===== src/hdl/sdp_ram.sv =====
`timescale 1ns/1ns

module sdp_ram #(
    parameter int DATA_W = 32,
    parameter int ADDR_W = 6
) (
    input  logic              clk,
    input  logic [ADDR_W-1:0] i_raddr,
    input  logic [ADDR_W-1:0] i_waddr,
    input  logic [DATA_W-1:0] i_din,
    input  logic              i_we,
    output logic [DATA_W-1:0] o_dout
);

    logic [DATA_W-1:0] mem [0:(1 << ADDR_W)-1];

    // all entries start out as zero, so every valid bit is clear
    initial begin
        for (int i = 0; i < (1 << ADDR_W); i++) begin
            mem[i] = '0;
        end
    end

    always @(posedge clk) begin
        if (i_we) begin
            mem[i_waddr] <= i_din;
        end
    end

    always_ff @(posedge clk) begin
        o_dout <= mem[i_raddr]; // read first, old data on collision
    end

endmodule


===== config.mk =====
export PLATFORM = sky130hd
export DESIGN_NAME = sdp_ram
export DESIGN_NICKNAME = d
export VERILOG_FILES = /design/src/hdl/sdp_ram.sv
export SDC_FILE = /design/constraint.sdc
export NUM_CORES = 2
export LEC_CHECK = 0
export BUFFER_PORTS_ARGS = -buffer_cell sky130_fd_sc_hd__buf_2
export CORE_UTILIZATION = 47
export DETAILED_ROUTE_END_ITERATION = 16
export PLACE_DENSITY_LB_ADDON = 0.08
export SLEW_MARGIN = 20
export SYNTH_ARGS = -nofsm -noshare
export SYNTH_HDL_FRONTEND = slang
export SYNTH_SLANG_ARGS = --single-unit

===== constraint.sdc =====
create_clock -name clk -period 4.4 [get_ports clk]
set_input_delay 0.22 -clock clk [delete_from_list [all_inputs] [get_ports clk]]
set_output_delay 0.22 -clock clk [all_outputs]
set_load 0.005 [all_outputs]

== Word level (Yosys, flattened, before mapping) ==
Memory sizes are Yosys's and may differ from the RTL's. A register that Yosys moved wholly into a read port is not among the register bits.
Cells that the tools add are included.

* Muxes and demuxes: 2

{| class="wikitable"
|+ Operators with widths
! kind !! count
|-
| two-way mux 1 bit || 2
|}

* Bits of input ports: 46
* Memories kept: 1
* Flip-flop bits (word level): 0
* Memory bits (writable): 2048
* Word-level logic and storage cells: 3

{| class="wikitable"
|+ Memory list
! memory !! words !! width !! read ports !! clocked after Yosys merged registers in !! write ports !! line !! source
|-
| mem || 64 || 32 || 1 || 1 || 1 || 15 || <nowiki>logic [DATA_W-1:0] mem [0:(1 << ADDR_W)-1];</nowiki>
|}

== Depth between registers and ports, before layout ==
* Depth after elaboration: 2
* Depth in mapped cells: 10

== Least setup slack after synthesis ==
Ideal clock, no wire load.

* Path type: input to register
* Start point: input port i_waddr[3]
* End point: memory mem[48][0], enable pin
* Library setup time: 461 ps
* Arrival: 2919 ps
* Stages on the path: 4
* Slack: 1020 ps
* Cells stage by stage: clkbuf_1 -> nor2b_1 -> nand4b_1 -> nor3_1

{| class="wikitable"
|+ RTL lines
! what !! line !! source
|-
| from (decl) || 9 || <nowiki>input logic [ADDR_W-1:0] i_waddr,</nowiki>
|-
| to (decl) || 15 ||
|}

Straight into the memory's write port.

==> key figures <==
Timing
  – Setup TNS Final: 0 ns
  – Min cycle time layout: 2.390 ns
  – RSZ-0062 raised after global routing: no
  – Setup violations, final: 0
  – Max Slew Vio Count: 0
  – Relative slew slack: 0.2601
  – Final Cycle Share: 0.5432
  – Slew at the pin closest to its max-slew limit: 1.110 ns
  – Clock Skew: 0.03181 ns
  – Final hold vios: 0
  – Fmax achieved: 0.4184 GHz

Logic synthesis
  – Ranking of synthesized cells by area: edfxtp_1 78%, mux4_2 16%, mux2i_1 1.2%, dfxtp_1 0.82%, o22ai_1 0.67%
  – Syn_nets: 3,370
  – Ys flop type: edfxtp_1
  – Commonest cells in the netlist: 2,048 x edfxtp_1, 544 x mux4_2, 137 x nor2_1, 93 x mux2i_1, 84 x o22ai_1
  – Async SR Flop Fraction: 0
  – Yosys top cell area share: 0.7833
  – Post-synth top area cell: edfxtp_1
  – Synthesis Warnings: 0
  – Mapped Avg Cell Area: 23.62 um2
  – Most frequent cell after synthesis: edfxtp_1
  – Synth cell types: 34
  – Register area share after synthesis: 0.7914
  – Area of the mapped netlist: 0.07852 mm2
  – Synthesis-stage register bit count: 2,080
  – Synth Instances: 3,324
  – Post-synth EDFFs: 2,048

Clocking
  – Num CTS Buffers: 209
  – CTS root buf: clkbuf_16
  – Htree depth: 4
  – CTS Sinks: 2,080
  – TritonCTS clock tree: yes
  – CTS max path bufs: 3
  – Skew-Pair Late Insertion Delay: 0.84 ns
  – Worst-path clk slew: 0.06 ns

Final layout
  – Fill count: 12,405
  – Area Growth Syn to Fin: 13.94%
  – Final nets: 3,643
  – Area of the multi-input gates: 0.01597 mm2
  – Final core utilization: 0.5410
  – Cell area after layout: 0.08946 mm2
  – Layout cell share with drive strength beyond 1: 0.3030
  – Register Area: 0.06214 mm2

Power
  – PwrDens: 460.8 mW/mm2
  – Peak VDD IR: 0.4607 mV
  – LEAKAGE: 27.88 nW

Place
  – Hpwl dp: 118,100 um
  – Port buffer count: 77
  – RePlAce Congestion: 0.7891
  – Placed Area: 0.08268 mm2

Route
  – Iter 0 DRT Violations: 3,920
  – First-pass DRT Iterations: 5
  – Vias after detailed routing: 36,879
  – Avg WL per Cell: 34.14 um
  – Final ANT Viol Nets: 0
  – Vias/cell: 6.175
  – # DRC: 0
  – Routed WL: 203,900 um

Critical path
  – WP data required: 5.11 ns
  – CP startpoint kind: input pin
  – Flop-to-flop setup slack: 2.18 ns
  – Arrival time at the worst endpoint: 3.10 ns
  – Most common cell on crit path: mux4_2
  – CP max stage delay: 0.70 ns
  – CP Class: in2reg
  – CP Capture Type: register
  – Slowest cell on the critical path: buf_4
  – CP cell instances: buf_8, buf_4, mux4_2, mux4_2, o22ai_1, nor2_1
  – Crit-path max FO: 39

Global route
  – Largest net degree at the start of global routing: 71
  – First-pass GRT wire length: 290,000 um
  – GRT overflow: 0
  – Initial antenna violation count: 24
  – All-Layer GR Usage: 0.2451
  – Vias in the first global route: 38,498

Die
  – Rows: 149
  – Initial Util: 0.4748
  – # IOs: 78
  – Die width: 410.7 um
  – Die Area: 0.1687 mm2
  – Chip height: 410.7 um
  – Core outline area: 0.1654 mm2

Job
  – Max cap viols: 0

Run status
  – Status: complete, no violations

Min path
  – Worst hold path type: in2reg
==> final timing paths <==
path,startpoint,endpoint,cells after the start
setup / recovery,i_raddr[0],o_dout[21],6
setup reg to reg,mem[47][6],o_dout[6],5
hold reg to reg,mem[12][8],o_dout[8],4
hold / removal,i_din[23],mem[60][23],2
==> layer usage <==
layer  up-vias  global-route usage  share of wire
li1      14844                   -              -
met4        10             0.05829          0.020
met3       242             0.04041          0.067
met1     20470              0.3572           0.43
met5         -                   0        0.00028
met2      1313              0.3903           0.49
==> repair_timing <==
action	4_1_cts	5_1_grt
endpoints found under the hold margin	40	593
hold buffers	3	11
buffers inserted	0	0
resized for setup	0	0
==> power breakdown <==
| group | leakage, nW | internal (mW) | switching [mW] |
|---|---|---|---|
| Combinational | 5.92 | 0.752 | 1.24 |
| Sequential | 18.7 | 21.9 | 0.107 |
| Clock | 3.27 | 9.78 | 7.39 |
==> state kept, by name, summed over array words and instances (netlist names) <==
name,cells
o_dout,32
mem,2048
==> cell type report <==
type                    count  share of cell area
clock inverters           116             0.01063
flip-flops and latches   2080              0.6946
well taps                2189             0.03062
repair buffers            244             0.02232
multi-input cells        1062              0.1785
diodes                      7           0.0001958
clock buffers             274             0.06313
==> stage by stage <==
step | instances | hold WS, ns | setup WS (ns) | power, mW
floorplan | 3324 | 0.3189 | 1.020 | 23.46
global placement | 5558 | 0.5947 | 0.9773 | 24.45
detailed placement | 5561 | 0.6142 | 1.028 | 24.49
CTS | 5954 | 0.001809 | 1.932 | 41.54
global route | 5965 | 0.05280 | 1.851 | 42.34
finish | 5972 | 0.04748 | 2.010 | 41.22
==> worst max-delay path: cells and delay by family <==
kind | cells | cell delay, ns
compound gates | 1 | 0.45
buf+inv | 2 | 1.13
mux | 2 | 1.13
simple gates | 1 | 0.10
==> cells by family after synthesis <==
logic type / after synthesis / synth area share
muxes: 637 / 0.1679
DFF: 2080 / 0.7914
AOI/OAI and AO/OA: 202 / 0.01673
and+or+nand+nor: 223 / 0.01265
buffers and inverters: 182 / 0.01128
==> cells in the final DEF, fill, tap and decap left out, types with 3 or more instances in the layout <==
cell	netlist	final
o32ai_1	4	4
buf_12	0	21
clkinv_2	0	51
and3_1	4	4
nand3b_1	5	5
inv_6	0	7
dlygate4sd3_1	0	14
dfxtp_1	32	32
clkbuf_1	74	51
buf_4	25	144
nor2b_1	15	15
a311oi_1	8	8
mux4_2	544	544
a21oi_1	62	62
nor2_4	0	62
nor2_1	137	74
clkbuf_8	0	11
or3_1	3	3
nand2_1	26	26
a22oi_1	12	12
clkbuf_16	0	212
mux2i_1	93	93
edfxtp_1	2048	2048
or3b_2	3	3
a41o_1	4	4
buf_8	0	3
inv_16	0	3
o22ai_1	84	84
o221ai_1	27	27
nor3_1	7	5
nand2b_1	8	8
buf_2	57	62
nand3_1	5	5
bufinv_16	0	13
clkinv_1	0	38
diode_2	0	7
Power figures use the tool's default switching activity.
